`src/include/maple_settings.svh`:
```
`ifndef MAPLE_SETTINGS_SVH
`define MAPLE_SETTINGS_SVH

// header of a controller data reply
`define MAPLE_WORDS_VAL     8'h03   // three words follow the header
`define MAPLE_RECIP_VAL     8'h00   // recipient is the console
`define MAPLE_CMD_VAL       8'h08   // data transfer reply
`define MAPLE_FUNC_VAL      8'h01   // controller function
`define MAPLE_TRIG_FULL     8'hFF   // analog trigger fully pressed

// hotkey patterns, buttons are active low
`define MAPLE_HOT_X         8'hFB
`define MAPLE_HOT_Y         8'hFD
`define MAPLE_HOT_A_START   8'hF3
`define MAPLE_HOT_B_START   8'hF5

// byte positions within the frame
`define MAPLE_POS_WORDS     8'd0
`define MAPLE_POS_RECIP     8'd2
`define MAPLE_POS_CMD       8'd3
`define MAPLE_POS_FUNC      8'd4
`define MAPLE_POS_LTRIG     8'd8
`define MAPLE_POS_RTRIG     8'd9
`define MAPLE_POS_BTN_HI    8'd10   // y and x
`define MAPLE_POS_BTN_LO    8'd11   // b, a, start and dpad

// controller_data bit indices
`define MAPLE_CD_VALID      0
`define MAPLE_CD_DEFRES     1
`define MAPLE_CD_OSD        2
`define MAPLE_CD_LTRIG      3
`define MAPLE_CD_RTRIG      4
`define MAPLE_CD_Y          5
`define MAPLE_CD_X          6
`define MAPLE_CD_B          7
`define MAPLE_CD_A          8
`define MAPLE_CD_START      9
`define MAPLE_CD_UP         10
`define MAPLE_CD_DOWN       11
`define MAPLE_CD_LEFT       12
`define MAPLE_CD_RIGHT      13

// index into button_bits_t for a controller_data bit
`define MAPLE_BTN_IDX(cd_bit) ((cd_bit) - `MAPLE_CD_LTRIG)

// APB register map
`define MAPLE_ADDR_STATE    4'h0
`define MAPLE_ADDR_GOOD     4'h4
`define MAPLE_ADDR_REJECT   4'h8

`endif

```
`src/maple_pkg.sv`:
```
package maple_pkg;

    // one byte as shifted in from the pins
    typedef logic [7:0] maple_byte_t;

    // byte index within a frame, sticks at 255
    typedef logic [7:0] byte_pos_t;

    // published controller state
    // bit layout is given by the MAPLE_CD_* macros
    typedef logic [13:0] controller_data_t;

    // ltrigger in bit 0 up to right in bit 10, active high
    typedef logic [10:0] button_bits_t;

    typedef logic [15:0] count_t;   // frame counter, wraps

    // line receiver states
    typedef enum logic [1:0] {
        rx_idle,            // both lines high
        rx_start_pattern,   // pin1 low, counting pin5 falls
        rx_data,            // shifting bits
        rx_end_pattern      // waiting for pin1 to come back high
    } rx_state_t;

endpackage

```
`src/maple_byte_if.sv`:
```
`timescale 1ns/1ps

// byte stream from the line receiver to the decoders
interface maple_byte_if import maple_pkg::*; ();

    maple_byte_t data;          // received byte
    byte_pos_t   pos;           // position of data in the frame
    logic        byte_valid;    // one cycle per byte
    logic        frame_start;   // start pattern recognized
    logic        frame_end;     // end pattern recognized

    modport source (
        output data,
        output pos,
        output byte_valid,
        output frame_start,
        output frame_end
    );

    modport sink (
        input data,
        input pos,
        input byte_valid,
        input frame_start,
        input frame_end
    );

endinterface

```
`src/maple_button_capture.sv`:
```
`timescale 1ns/1ps
`include "maple_settings.svh"

// pulls triggers and buttons out of the payload and spots the hotkeys
module maple_button_capture import maple_pkg::*; (
    input  logic         clk,
    input  logic         reset,
    maple_byte_if.sink   rx,
    output button_bits_t buttons,
    output logic         osd_hit,
    output logic         defres_hit
);

    // one bit per payload byte that matched the hotkey
    logic [3:0] osd_cond;       // full triggers, X, A+start
    logic [3:0] defres_cond;    // full triggers, Y, B+start

    always_ff @(posedge clk or posedge reset) begin
        if (reset) begin
            buttons     <= '0;
            osd_cond    <= '0;
            defres_cond <= '0;
        end else if (rx.frame_start) begin
            buttons     <= '0;
            osd_cond    <= '0;
            defres_cond <= '0;
        end else if (rx.byte_valid) begin
            case (rx.pos)
                `MAPLE_POS_LTRIG: begin
                    buttons[`MAPLE_BTN_IDX(`MAPLE_CD_LTRIG)] <= (rx.data == `MAPLE_TRIG_FULL);
                    osd_cond[0]    <= (rx.data == `MAPLE_TRIG_FULL);
                    defres_cond[0] <= (rx.data == `MAPLE_TRIG_FULL);
                end
                `MAPLE_POS_RTRIG: begin
                    buttons[`MAPLE_BTN_IDX(`MAPLE_CD_RTRIG)] <= (rx.data == `MAPLE_TRIG_FULL);
                    osd_cond[1]    <= (rx.data == `MAPLE_TRIG_FULL);
                    defres_cond[1] <= (rx.data == `MAPLE_TRIG_FULL);
                end
                `MAPLE_POS_BTN_HI: begin
                    buttons[`MAPLE_BTN_IDX(`MAPLE_CD_Y)] <= ~rx.data[1];
                    buttons[`MAPLE_BTN_IDX(`MAPLE_CD_X)] <= ~rx.data[2];
                    osd_cond[2]    <= (rx.data == `MAPLE_HOT_X);   // X alone
                    defres_cond[2] <= (rx.data == `MAPLE_HOT_Y);   // Y alone
                end
                `MAPLE_POS_BTN_LO: begin
                    buttons[`MAPLE_BTN_IDX(`MAPLE_CD_B)]     <= ~rx.data[1];
                    buttons[`MAPLE_BTN_IDX(`MAPLE_CD_A)]     <= ~rx.data[2];
                    buttons[`MAPLE_BTN_IDX(`MAPLE_CD_START)] <= ~rx.data[3];
                    buttons[`MAPLE_BTN_IDX(`MAPLE_CD_UP)]    <= ~rx.data[4];
                    buttons[`MAPLE_BTN_IDX(`MAPLE_CD_DOWN)]  <= ~rx.data[5];
                    buttons[`MAPLE_BTN_IDX(`MAPLE_CD_LEFT)]  <= ~rx.data[6];
                    buttons[`MAPLE_BTN_IDX(`MAPLE_CD_RIGHT)] <= ~rx.data[7];
                    osd_cond[3]    <= (rx.data == `MAPLE_HOT_A_START);
                    defres_cond[3] <= (rx.data == `MAPLE_HOT_B_START);
                end
                default: begin
                    // header and other payload bytes
                end
            endcase
        end
    end

    // all four bytes must match
    assign osd_hit    = &osd_cond;
    assign defres_hit = &defres_cond;

    a_one_hotkey: assert property (
        @(posedge clk) disable iff (reset) !(osd_hit && defres_hit)
    ) else $error("both hotkeys detected in one frame");

endmodule

```
`src/maple_ctrl_regs.sv`:
```
`timescale 1ns/1ps
`include "maple_settings.svh"

// controller state and frame counters, read over APB
module maple_ctrl_regs import maple_pkg::*; (
    input  logic             clk,
    input  logic             reset,
    maple_byte_if.sink       rx,
    input  logic             header_ok,
    input  logic             osd_hit,
    input  logic             defres_hit,
    input  button_bits_t     buttons,
    input  logic             psel,
    input  logic             penable,
    input  logic             pwrite,
    input  logic [3:0]       paddr,
    input  logic [31:0]      pwdata,
    output logic [31:0]      prdata,
    output logic             pready,
    output logic             pslverr,
    output controller_data_t controller_data
);

    controller_data_t state_q;
    count_t           good_cnt;
    count_t           reject_cnt;
    logic [31:0]      rd_data;
    logic             rd_err;

    // frame result, decoders are settled when frame_end pulses
    always_ff @(posedge clk or posedge reset) begin
        if (reset) begin
            state_q    <= '0;
            good_cnt   <= '0;
            reject_cnt <= '0;
        end else if (rx.frame_end) begin
            if (header_ok) begin
                state_q[`MAPLE_CD_VALID]                 <= 1'b1;
                state_q[`MAPLE_CD_DEFRES]                <= defres_hit;
                state_q[`MAPLE_CD_OSD]                   <= osd_hit;
                state_q[`MAPLE_CD_RIGHT:`MAPLE_CD_LTRIG] <= buttons;
                good_cnt <= good_cnt + 16'd1;
            end else begin
                reject_cnt <= reject_cnt + 16'd1;   // state kept as is
            end
        end
    end

    assign controller_data = state_q;
    assign pready          = 1'b1;  // no wait states

    // read decode, registers are read only
    always_comb begin
        rd_data = '0;
        rd_err  = 1'b0;
        case (paddr)
            `MAPLE_ADDR_STATE:  rd_data = 32'(state_q);
            `MAPLE_ADDR_GOOD:   rd_data = 32'(good_cnt);
            `MAPLE_ADDR_REJECT: rd_data = 32'(reject_cnt);
            default:            rd_err  = 1'b1;
        endcase
        if (pwrite) begin
            rd_data = '0;
            rd_err  = 1'b1;
        end
    end

    // loaded in the setup phase so the access phase sees it
    always_ff @(posedge clk or posedge reset) begin
        if (reset) begin
            prdata  <= '0;
            pslverr <= 1'b0;
        end else if (psel && !penable) begin
            prdata  <= rd_data;
            pslverr <= rd_err;
        end else if (!psel) begin
            prdata  <= '0;
            pslverr <= 1'b0;
        end
    end

    a_penable_needs_psel: assert property (
        @(posedge clk) disable iff (reset) $rose(penable) |-> psel
    ) else $error("penable rose without psel");

    a_wdata_known: assert property (
        @(posedge clk) disable iff (reset) (psel && penable && pwrite) |-> !$isunknown(pwdata)
    ) else $error("unknown pwdata in write access");

endmodule

```
`src/maple_header_check.sv`:
```
`timescale 1ns/1ps
`include "maple_settings.svh"

// decides whether the current frame is a controller data reply
module maple_header_check (
    input  logic       clk,
    input  logic       reset,
    maple_byte_if.sink rx,
    output logic       header_ok
);

    // one flag per checked header byte
    logic words_ok;
    logic recip_ok;
    logic cmd_ok;
    logic func_ok;

    always_ff @(posedge clk or posedge reset) begin
        if (reset) begin
            words_ok <= 1'b0;
            recip_ok <= 1'b0;
            cmd_ok   <= 1'b0;
            func_ok  <= 1'b0;
        end else if (rx.frame_start) begin
            words_ok <= 1'b0;
            recip_ok <= 1'b0;
            cmd_ok   <= 1'b0;
            func_ok  <= 1'b0;
        end else if (rx.byte_valid) begin
            case (rx.pos)
                `MAPLE_POS_WORDS: begin
                    words_ok <= (rx.data == `MAPLE_WORDS_VAL);
                end
                `MAPLE_POS_RECIP: begin
                    recip_ok <= (rx.data == `MAPLE_RECIP_VAL);
                end
                `MAPLE_POS_CMD: begin
                    cmd_ok <= (rx.data == `MAPLE_CMD_VAL);
                end
                `MAPLE_POS_FUNC: begin
                    func_ok <= (rx.data == `MAPLE_FUNC_VAL);
                end
                default: begin
                    // sender address and payload not checked here
                end
            endcase
        end
    end

    assign header_ok = words_ok & recip_ok & cmd_ok & func_ok;

endmodule

```
`src/maple_line_rx.sv`:
```
`timescale 1ns/1ps

// Maple line receiver, passive.
// Waveform expected on the pins, each level held for 4 clocks or more:
//   start  both high, pin1 falls, pin5 falls four times, pin1 rises
//   data   bits MSB first, the first bit of each byte is clocked by pin1
//          pin1 clock: pin5 takes the bit, pin1 falls, pin5 goes high
//          pin5 clock: pin1 takes the bit, pin5 falls, pin1 goes high
//   end    pin5 low, pin1 falls twice, then both lines high
// A line only falls when it acts as a clock, so a second pin1 fall
// without a pin5 fall in between marks the end pattern.
module maple_line_rx import maple_pkg::*; (
    input  logic         clk,
    input  logic         reset,
    input  logic         pin1,
    input  logic         pin5,
    maple_byte_if.source rx
);

    logic        p1_meta, p1_sync, p1_prev;
    logic        p5_meta, p5_sync, p5_prev;
    logic        p1_fall, p1_rise, p5_fall;

    rx_state_t   state;
    logic [2:0]  start_falls;   // pin5 falls during start
    logic [2:0]  bit_cnt;
    logic        clk_on_p1;     // next bit is clocked by pin1
    logic        bit_take;
    logic        bit_val;
    maple_byte_t shift_q;
    logic        byte_done;     // eighth bit shifted in
    logic        end_stage;

    // two flop synchronizers plus one for edge detection
    always_ff @(posedge clk or posedge reset) begin
        if (reset) begin
            p1_meta <= 1'b1;
            p1_sync <= 1'b1;
            p1_prev <= 1'b1;
            p5_meta <= 1'b1;
            p5_sync <= 1'b1;
            p5_prev <= 1'b1;
        end else begin
            p1_meta <= pin1;
            p1_sync <= p1_meta;
            p1_prev <= p1_sync;
            p5_meta <= pin5;
            p5_sync <= p5_meta;
            p5_prev <= p5_sync;
        end
    end

    assign p1_fall = p1_prev & ~p1_sync;
    assign p1_rise = ~p1_prev & p1_sync;
    assign p5_fall = p5_prev & ~p5_sync;

    assign bit_take = (state == rx_data) && (clk_on_p1 ? p1_fall : p5_fall);
    assign bit_val  = clk_on_p1 ? p5_sync : p1_sync;   // the other line holds the bit

    always_ff @(posedge clk or posedge reset) begin
        if (reset) begin
            state          <= rx_idle;
            start_falls    <= 3'd0;
            bit_cnt        <= 3'd0;
            clk_on_p1      <= 1'b1;
            byte_done      <= 1'b0;
            end_stage      <= 1'b0;
            rx.pos         <= '0;
            rx.byte_valid  <= 1'b0;
            rx.frame_start <= 1'b0;
            rx.frame_end   <= 1'b0;
        end else begin
            byte_done      <= 1'b0;
            end_stage      <= 1'b0;
            rx.frame_start <= 1'b0;
            rx.byte_valid  <= byte_done;
            rx.frame_end   <= end_stage;

            if (rx.byte_valid && rx.pos != 8'hFF) begin
                rx.pos <= rx.pos + 8'd1;
            end

            case (state)
                rx_idle: begin
                    if (p1_fall && p5_sync) begin
                        state       <= rx_start_pattern;
                        start_falls <= 3'd0;
                    end
                end
                rx_start_pattern: begin
                    if (p5_fall && start_falls != 3'd7) begin
                        start_falls <= start_falls + 3'd1;
                    end
                    if (p1_rise) begin
                        if (start_falls == 3'd4) begin
                            state          <= rx_data;
                            rx.frame_start <= 1'b1;
                            rx.pos         <= '0;
                            bit_cnt        <= 3'd0;
                            clk_on_p1      <= 1'b1;
                        end else begin
                            state <= rx_idle;   // not a start pattern
                        end
                    end
                end
                rx_data: begin
                    if (bit_take) begin
                        bit_cnt   <= bit_cnt + 3'd1;
                        clk_on_p1 <= ~clk_on_p1;
                        byte_done <= (bit_cnt == 3'd7);
                    end else if (!clk_on_p1 && p1_fall && !p5_sync) begin
                        // second pin1 fall with pin5 low, partial byte dropped
                        state <= rx_end_pattern;
                    end
                end
                rx_end_pattern: begin
                    if (p1_rise) begin
                        state     <= rx_idle;
                        end_stage <= 1'b1;
                    end
                end
                default: state <= rx_idle;
            endcase
        end
    end

    // data path
    always_ff @(posedge clk) begin
        if (bit_take) begin
            shift_q <= {shift_q[6:0], bit_val};
        end
        if (byte_done) begin
            rx.data <= shift_q;
        end
    end

    a_byte_not_at_end: assert property (
        @(posedge clk) disable iff (reset) !(rx.byte_valid && rx.frame_end)
    ) else $error("byte_valid and frame_end in the same cycle");

endmodule

```
`src/maple_top.sv`:
```
`timescale 1ns/1ps

// passive Maple bus controller decoder with APB readout
module maple_top import maple_pkg::*; (
    input  logic             clk,
    input  logic             reset,
    input  logic             pin1,
    input  logic             pin5,
    input  logic             psel,
    input  logic             penable,
    input  logic             pwrite,
    input  logic [3:0]       paddr,
    input  logic [31:0]      pwdata,
    output logic [31:0]      prdata,
    output logic             pready,
    output logic             pslverr,
    output controller_data_t controller_data
);

    logic         header_ok;
    logic         osd_hit;
    logic         defres_hit;
    button_bits_t buttons;

    maple_byte_if rx_bus ();

    maple_line_rx u_line_rx (
        .clk   (clk),
        .reset (reset),
        .pin1  (pin1),
        .pin5  (pin5),
        .rx    (rx_bus)
    );

    maple_header_check u_header_check (
        .clk       (clk),
        .reset     (reset),
        .rx        (rx_bus),
        .header_ok (header_ok)
    );

    maple_button_capture u_button_capture (
        .clk        (clk),
        .reset      (reset),
        .rx         (rx_bus),
        .buttons    (buttons),
        .osd_hit    (osd_hit),
        .defres_hit (defres_hit)
    );

    maple_ctrl_regs u_ctrl_regs (
        .clk             (clk),
        .reset           (reset),
        .rx              (rx_bus),
        .header_ok       (header_ok),
        .osd_hit         (osd_hit),
        .defres_hit      (defres_hit),
        .buttons         (buttons),
        .psel            (psel),
        .penable         (penable),
        .pwrite          (pwrite),
        .paddr           (paddr),
        .pwdata          (pwdata),
        .prdata          (prdata),
        .pready          (pready),
        .pslverr         (pslverr),
        .controller_data (controller_data)
    );

endmodule

```
`config.mk`:
```
export PLATFORM = sky130hd
export DESIGN_NAME = maple_top
export DESIGN_NICKNAME = d
export VERILOG_FILES = /design/src/maple_pkg.sv /design/src/maple_byte_if.sv /design/src/maple_button_capture.sv /design/src/maple_ctrl_regs.sv /design/src/maple_header_check.sv /design/src/maple_line_rx.sv /design/src/maple_top.sv
export VERILOG_INCLUDE_DIRS = /design/src /design/src/include
export SDC_FILE = /design/constraint.sdc
export NUM_CORES = 1
export LEC_CHECK = 0
export BUFFER_PORTS_ARGS = -buffer_cell sky130_fd_sc_hd__buf_2
export CAP_MARGIN = 15
export CORE_MARGIN = 5
export CORE_UTILIZATION = 40
export CTS_BUF_LIST = sky130_fd_sc_hd__clkbuf_8
export CTS_CLUSTER_SIZE = 10
export DETAILED_ROUTE_END_ITERATION = 6
export MAX_ROUTING_LAYER = met4
export SLEW_MARGIN = 40
export SYNTH_ARGS = -nofsm -noshare
export SYNTH_HDL_FRONTEND = slang
export SYNTH_SLANG_ARGS = --single-unit
```
`constraint.sdc`:
```
create_clock -name clk -period 8.2 [get_ports clk]
set_input_delay 2.05 -clock clk [delete_from_list [all_inputs] [get_ports clk]]
set_output_delay 2.05 -clock clk [all_outputs]
set_load 0.02 [all_outputs]
```
==> results of run 1 <==
-- layout make-up --
| type | instances | share of cell area (%) |
|---|---|---|
| clock buffer | 22 | 4.74 |
| sequential | 126 | 50.8 |
| timing repair buffer | 46 | 3.86 |
| inverter | 17 | 1.04 |
| clock inverter | 10 | 1.90 |
| tap | 180 | 3.53 |
| multi-input combinational | 320 | 34.2 |
-- cells by family (layout without fill, tap and decap cells) --
group,after synthesis,count (layout),synth area share [%]
xor gates and xnor gates,34,34,5.26
muxes,23,23,4.53
other,2,17,0.133
DFF,126,126,57.2
and+or+nand+nor,146,146,14.4
AOI/OAI and AO/OA,89,89,10.6
buffers and inverters,53,95,5.37
adders and majority gates,11,11,2.43
-- worst min-delay path by stage --
stage | slack, ns | startpoint | end | cells past startpoint
after floorplan | 0.33 | u_line_rx.end_stage | u_line_rx.rx.frame_end | 0
after global placement | 0.34 | u_line_rx.end_stage | u_line_rx.rx.frame_end | 0
after detailed placement | 0.35 | u_line_rx.end_stage | u_line_rx.rx.frame_end | 0
final | 0.36 | u_line_rx.p1_meta | u_line_rx.p1_sync | 0
after CTS | 0.36 | u_line_rx.p5_meta | u_line_rx.p5_sync | 0
after global routing | 0.37 | u_line_rx.p1_meta | u_line_rx.p1_sync | 0
-- state kept, by name (all words and copies together), names as in the netlist, 3 cells and up, named ones only --
name / flops
u_button_capture.buttons: 11
u_ctrl_regs.controller_data: 14
u_line_rx.bit_cnt: 3
u_ctrl_regs.good_cnt: 16
u_line_rx.rx.pos: 8
u_line_rx.shift_q: 8
u_ctrl_regs.reject_cnt: 16
u_line_rx.start_falls: 3
u_line_rx.rx.data: 8
u_ctrl_regs.prdata: 16
-- per-layer routing --
layer,vias up,GRT usage (%),routed length [um]
met2,46,23.3,5790
li1,1800,-,-
met5,-,-,0
met4,0,4.08,80
met3,6,4.29,405
met1,1877,16.4,4510
-- power by group through the flow --
| stage | Clock, mW | Combinational (mW) | Sequential (mW) |
|---|---|---|---|
| finish | 0.559 | 0.0508 | 0.655 |
| detailed placement | 0 | 0.0523 | 0.667 |
| CTS | 0.580 | 0.0523 | 0.655 |
| global route | 0.607 | 0.0592 | 0.657 |
| floorplan | 0 | 0.0447 | 0.665 |
| global placement | 0 | 0.0499 | 0.666 |
-- worst max-delay path: stages --
cell and delay, ns:
buf_2 0.12, a2111oi_0 0.51, nand3b_1 0.58, o21ai_0 0.35
-- synth_stat cells (all sizes together), types with 7 or more instances --
cell    instances
nor2           37
o21ai          27
buf            24
clkbuf         12
nand2          26
dfstp           7
dfrtp         103
mux2           21
ha             11
edfxtp         16
nand3          15
a22oi          30
inv            17
nand4          14
xor2           11
nor3            8
xnor2          23
a211oi         10
-- through the flow --
| stage | setup slack (ns) | hold WS, ns | total power, mW |
|---|---|---|---|
| 6_report | 4.90 | 0.359 | 1.27 |
| 5_1_grt | 4.72 | 0.366 | 1.32 |
| 4_1_cts | 4.89 | 0.361 | 1.29 |
| 3_5_place_dp | 4.44 | 0.347 | 0.719 |
| 3_3_place_gp | 4.50 | 0.337 | 0.716 |
| 2_1_floorplan | 3.26 | 0.331 | 0.709 |
==> results.json, run 1 <==
{
  "wirelength_um": 10800,
  "clkPwrFrac_pct": 44.2,
  "hpwl_um": 7640,
  "synthDominantCellAreaShare_pct": 45.5,
  "cp_max_fo": 16,
  "layout_common_cells": "dfrtp_1 (103), buf_2 (41), nor2_1 (36), a22oi_1 (30)",
  "p_per_area_nw_per_um2": 198,
  "post-route-cell-area_um2": 6380,
  "endpoint": "u_ctrl_regs.prdata[12]",
  "gp_congestion": 0.810,
  "cp.required_ns": 8.52,
  "antennaDiodeCount": 0,
  "numPortBuffers": 41,
  "r2r_start": "u_line_rx.rx.pos[5]",
  "multi_input_area_um2": 2180,
  "first_global_vias": 3703,
  "synth_area_per_cell_um2": 11.7,
  "nets": 582,
  "vias_per_cell": 5.17,
  "post_cts_buffers": 0,
  "maxSlewHeadroom_pct": 49.9,
  "drive_gt1_share_pct": 21.6,
  "coreArea_um2": 13900,
  "cts_hold_buf": 0,
  "postRouteAntennaNets": 0,
  "setup_viol": 0,
  "skew_ns": 0.0208,
  "syn_inst": 484,
  "tritoncts": "built",
  "final_common_cell": "dfrtp_1",
  "crit_type": "input port to register",
  "async_reset_ff_share_pct": 87.3,
  "power_leakage_nw": 2.91,
  "slew_viol_final": 0,
  "clk_pin_slew_ns": 0.06,
  "die_y_um": 129,
  "cts_inserted_buffers": 17,
  "cts_sinks": 126,
  "seq_area_um2": 3240,
  "reg2reg_slack_ns": 6.04,
  "fin_cells": 721,
  "fmax_mhz": 303,
  "arrival_ns": 3.62,
  "switchingPower_uw": 269,
  "wl_per_cell_um": 15.0,
  "pwr-share-seq_pct": 51.8,
  "status": "complete, no violations",
  "vias": 3729,
  "cts_resized": 0,
  "internal_power_uw": 997,
  "grt.overflow.total": 0,
  "synth_edf_count": 16,
  "end_kind": "register",
  "ys_ff_latch": 126,
  "peakVddDrop_uv": 118,
  "hold_path_class": "register to register",
  "fin_util_pct": 46.0,
  "startpoint": "paddr[3]",
  "boundaryPins": 91,
  "placedCellCount": 689,
  "gr-usage-all-layers_pct": 14.0,
  "period_minus_slack_ns": 3.30,
  "rr_worst_depth": 4,
  "place_area_um2": 5960,
  "insertion_delay_ns": 0.43,
  "syn_to_final_growth_pct": 12.7,
  "synthFlopType": "dfrtp_1",
  "finalSetupTns_ns": 0,
  "ys_seq_area_share_pct": 57.2,
  "dieArea_um2": 16600,
  "finalCritPeriodShare_pct": 40.3,
  "syn_area_um2": 5670,
  "fillerInstances": 1278,
  "cts_htree_levels": 4,
  "grt_max_degree": 73,
  "die_w_um": 129,
  "ys_types": 63,
  "grt_pass1_wl_um": 18000,
  "clk_path_buf_depth": 2,
  "antenna_found_initial": 0,
  "drc": 0,
  "rsz0062_at_grt": "no",
  "yosys-top-cells-area": "dfrtp_1 (45%), edfxtp_1 (8.5%), mux2_2 (4.2%), a22oi_1 (4.0%), xnor2_1 (3.6%)",
  "yosys_warnings": 0,
  "drtIter0Drc": 142,
  "worst_slew_pin_slew_ns": 0.752,
  "firstDrtPassIters": 4,
  "p_comb_share_pct": 4.0,
  "initial_core_util_pct": 40.8,
  "worst_setup_path_start_kind": "input port",
  "root_buffer": "clkbuf_8",
  "cap_violations": 0,
  "std_cell_rows": 43,
  "switching_share_pct": 21.2,
  "hold_viol_final": 0,
  "r2r_end": "u_button_capture.buttons[10]",
  "synth_top_cell_by_area": "dfrtp_1"
}
No activity file was read; power rests on OpenSTA's default activity.
==> inputs of run 2 (changes only) <==
--- a/config.mk
+++ b/config.mk
@@ -6,6 +6,7 @@
 export SDC_FILE = /design/constraint.sdc
 export NUM_CORES = 1
 export LEC_CHECK = 0
+export ABC_AREA = 1
 export BUFFER_PORTS_ARGS = -buffer_cell sky130_fd_sc_hd__buf_2
 export CAP_MARGIN = 15
 export CORE_MARGIN = 5
==> constraint.sdc (replaced) <==
create_clock -name clk -period 2.8 [get_ports clk]
set_input_delay 0.7 -clock clk [delete_from_list [all_inputs] [get_ports clk]]
set_output_delay 0.7 -clock clk [all_outputs]
set_load 0.02 [all_outputs]
==> run 2 against run 1 <==
Net effect: setup slack got worse by 3.9 ns; global-route usage up 2.2 points; synthesized cell count rose by 63%; via count increased by 32%; clock skew shrank 0.0091 ns; combinational power grew to 5.3 times the previous value; sequential share of layout area shrank 5.5 points; non-clock buffer count decreased by 1; die area is 11% higher; total power grew to 3.0 times the previous value; count of clock-buffer cells in the layout shrank 2; critical endpoint is now controller_data[2].
==> results.json, run 2 <==
{
  "status": "complete, no violations",
  "power_leakage_nw": 3.48,
  "pwr-share-seq_pct": 50.5,
  "ys_types": 36,
  "cts_htree_levels": 4,
  "worst-path-buf-inv": 1,
  "yosysMostFrequentCell": "nand2_1",
  "top_regs": "u_ctrl_regs.good_cnt (16), u_ctrl_regs.prdata (16), u_ctrl_regs.reject_cnt (16)",
  "drc": 0,
  "hold_path_class": "input port to asynchronous set/reset pin",
  "worst_slack_ns": 1.04,
  "hpwl_um": 9920,
  "r2r_start": "u_header_check.recip_ok",
  "antennaDiodeCount": 0,
  "place_ws_ns": 0.768,
  "antenna_found_initial": 0,
  "post-route-cell-area_um2": 7160,
  "grt.overflow.total": 0,
  "switching_share_pct": 25.9,
  "ys_seq_area_share_pct": 50.9,
  "firstDrtPassIters": 4,
  "critPathMaxStageDelay_ns": 0.41,
  "critical-path-top-delay-family": "flip-flops",
  "hold_viol_final": 0,
  "vias_per_cell": 4.62,
  "arrival_ns": 1.06,
  "crit_type": "register to output pin",
  "period_minus_slack_ns": 1.76,
  "reg2reg_slack_ns": 1.21,
  "finalCritPeriodShare_pct": 63.0,
  "startpoint": "u_ctrl_regs.controller_data[2]",
  "worst_slew_pin_slew_ns": 0.646,
  "finalSetupTns_ns": 0,
  "synthDominantCellAreaShare_pct": 40.5,
  "root_buffer": "clkbuf_8",
  "synth_area_per_cell_um2": 8.07,
  "dieArea_um2": 18500,
  "place_area_um2": 6750,
  "worst_setup_path_start_kind": "register",
  "grt_pass1_wl_um": 22900,
  "switchingPower_uw": 992,
  "critPathSlowestCell": "dfrtp_1",
  "cts_hold_buf": 0,
  "p_comb_share_pct": 7.1,
  "gp_congestion": 0.855,
  "syn_inst": 789,
  "post_cts_buffers": 0,
  "tritoncts": "built",
  "async_reset_ff_share_pct": 87.3,
  "internal_power_mw": 2.85,
  "cp_max_fo": 3,
  "cap_violations": 0,
  "ys_ff_latch": 126,
  "clk_pin_slew_ns": 0.07,
  "p_per_area_nw_per_um2": 536,
  "cp.required_ns": 2.10,
  "vias": 4920,
  "netlist_top_cells_count": "nand2_1 (275), dfrtp_1 (103), inv_1 (71), nor2_1 (68), nand3_1 (61)",
  "fin_util_pct": 45.4,
  "grt_max_degree": 59,
  "clk_path_buf_depth": 2,
  "yosys_warnings": 0,
  "finalPower_mw": 3.84,
  "placedCellCount": 1032,
  "die_w_um": 136,
  "nets": 889,
  "whs_ns": 0.307,
  "synth_edf_count": 16,
  "setup_viol": 0,
  "end_kind": "output pin",
  "path_cells": "buf_2",
  "insertion_delay_ns": 0.45,
  "syn_to_final_growth_pct": 12.5,
  "rsz0062_at_grt": "no",
  "yosys-top-cells-area": "dfrtp_1 (40%), nand2_1 (16%), edfxtp_1 (7.5%), nand3_1 (4.8%), inv_1 (4.2%)",
  "drtIter0Drc": 365,
  "wirelength_um": 13600,
  "cts_resized": 0,
  "drive_gt1_share_pct": 14.9,
  "syn_area_um2": 6370,
  "r2r_end": "u_ctrl_regs.good_cnt[6]",
  "synthFlopType": "dfrtp_1",
  "layout_common_cells": "nand2_1 (275), dfrtp_1 (103), inv_1 (71), nor2_1 (68), nand3_1 (61)",
  "gr-usage-all-layers_pct": 16.1,
  "rr_worst_depth": 8,
  "final_common_cell": "nand2_1",
  "numPortBuffers": 41,
  "coreArea_um2": 15800,
  "endpoint": "controller_data[2]",
  "fin_cells": 1064,
  "die_y_um": 136,
  "cts_inserted_buffers": 17,
  "first_global_vias": 4594,
  "std_cell_rows": 46,
  "skew_ns": 0.0117,
  "fmax_mhz": 567,
  "worstSetupPathDepth": 1,
  "wl_per_cell_um": 12.8,
  "maxSlewHeadroom_pct": 56.9,
  "postRouteAntennaNets": 0,
  "slew_viol_final": 0,
  "initial_core_util_pct": 40.4,
  "synth_top_cell_by_area": "dfrtp_1",
  "cts_sinks": 126,
  "peakVddDrop_uv": 373,
  "boundaryPins": 91,
  "clkPwrFrac_pct": 42.4
}
run 2: cell count changes in the layout (fill, tap and decap cells not counted), sizes merged, moves of 10 or more:
cell,before,now
o21ai,27,54
nand3,15,61
mux2,21,0
nand2,26,278
inv,22,82
a22oi,30,0
xnor2,23,4
nor2,37,81
a211oi,10,0
run 2: worst min-delay path by stage:
stage / start / to / slack, ns / depth (start not counted)
after floorplan: u_line_rx.end_stage / u_line_rx.rx.frame_end / 0.33 / 0
after global placement: u_line_rx.p1_meta / u_line_rx.p1_sync / 0.35 / 0
after detailed placement: u_line_rx.p1_meta / u_line_rx.p1_sync / 0.35 / 0
after CTS: reset / u_ctrl_regs.good_cnt[12] / 0.30 / 2
after global routing: pin1 / u_line_rx.p1_meta / 0.31 / 1
final: reset / u_ctrl_regs.good_cnt[4] / 0.31 / 2
run 2: power groups by stage:
stage / combinational, mW / clock [mW] / sequential (mW)
after global placement: 0.270 / 0 / 1.97
after floorplan: 0.228 / 0 / 1.97
after global routing: 0.318 / 1.76 / 1.95
final: 0.271 / 1.63 / 1.94
after detailed placement: 0.275 / 0 / 1.97
after CTS: 0.276 / 1.67 / 1.94
run 2: final cells by class:
class,count,area (um2)
inverter,83,315
fill,1599,8610
clock inverter,12,136
clock buffer,20,275
timing repair buffer,45,260
tap,216,270
sequential,126,3240
multi-input combinational,562,2670
run 2: cells by family (layout without fill, tap and decap cells):
family	after synthesis	after routing	synth area share, %
xor+xnor	13	13	1.79
flops	126	126	50.9
simple gates	457	457	30.9
compound gates	64	64	6.03
other cells	2	17	0.118
fa+ha+maj	11	11	2.16
buf+inv	116	160	8.12
run 2: metal layers:
layer | share of wire [%] | vias up | global-route usage, %
li1 | - | 2563 | -
met1 | 48 | 2282 | 21.2
met2 | 48 | 65 | 25.2
met3 | 3.1 | 10 | 4.11
met4 | 1.0 | 0 | 4.03
met5 | 0 | - | -
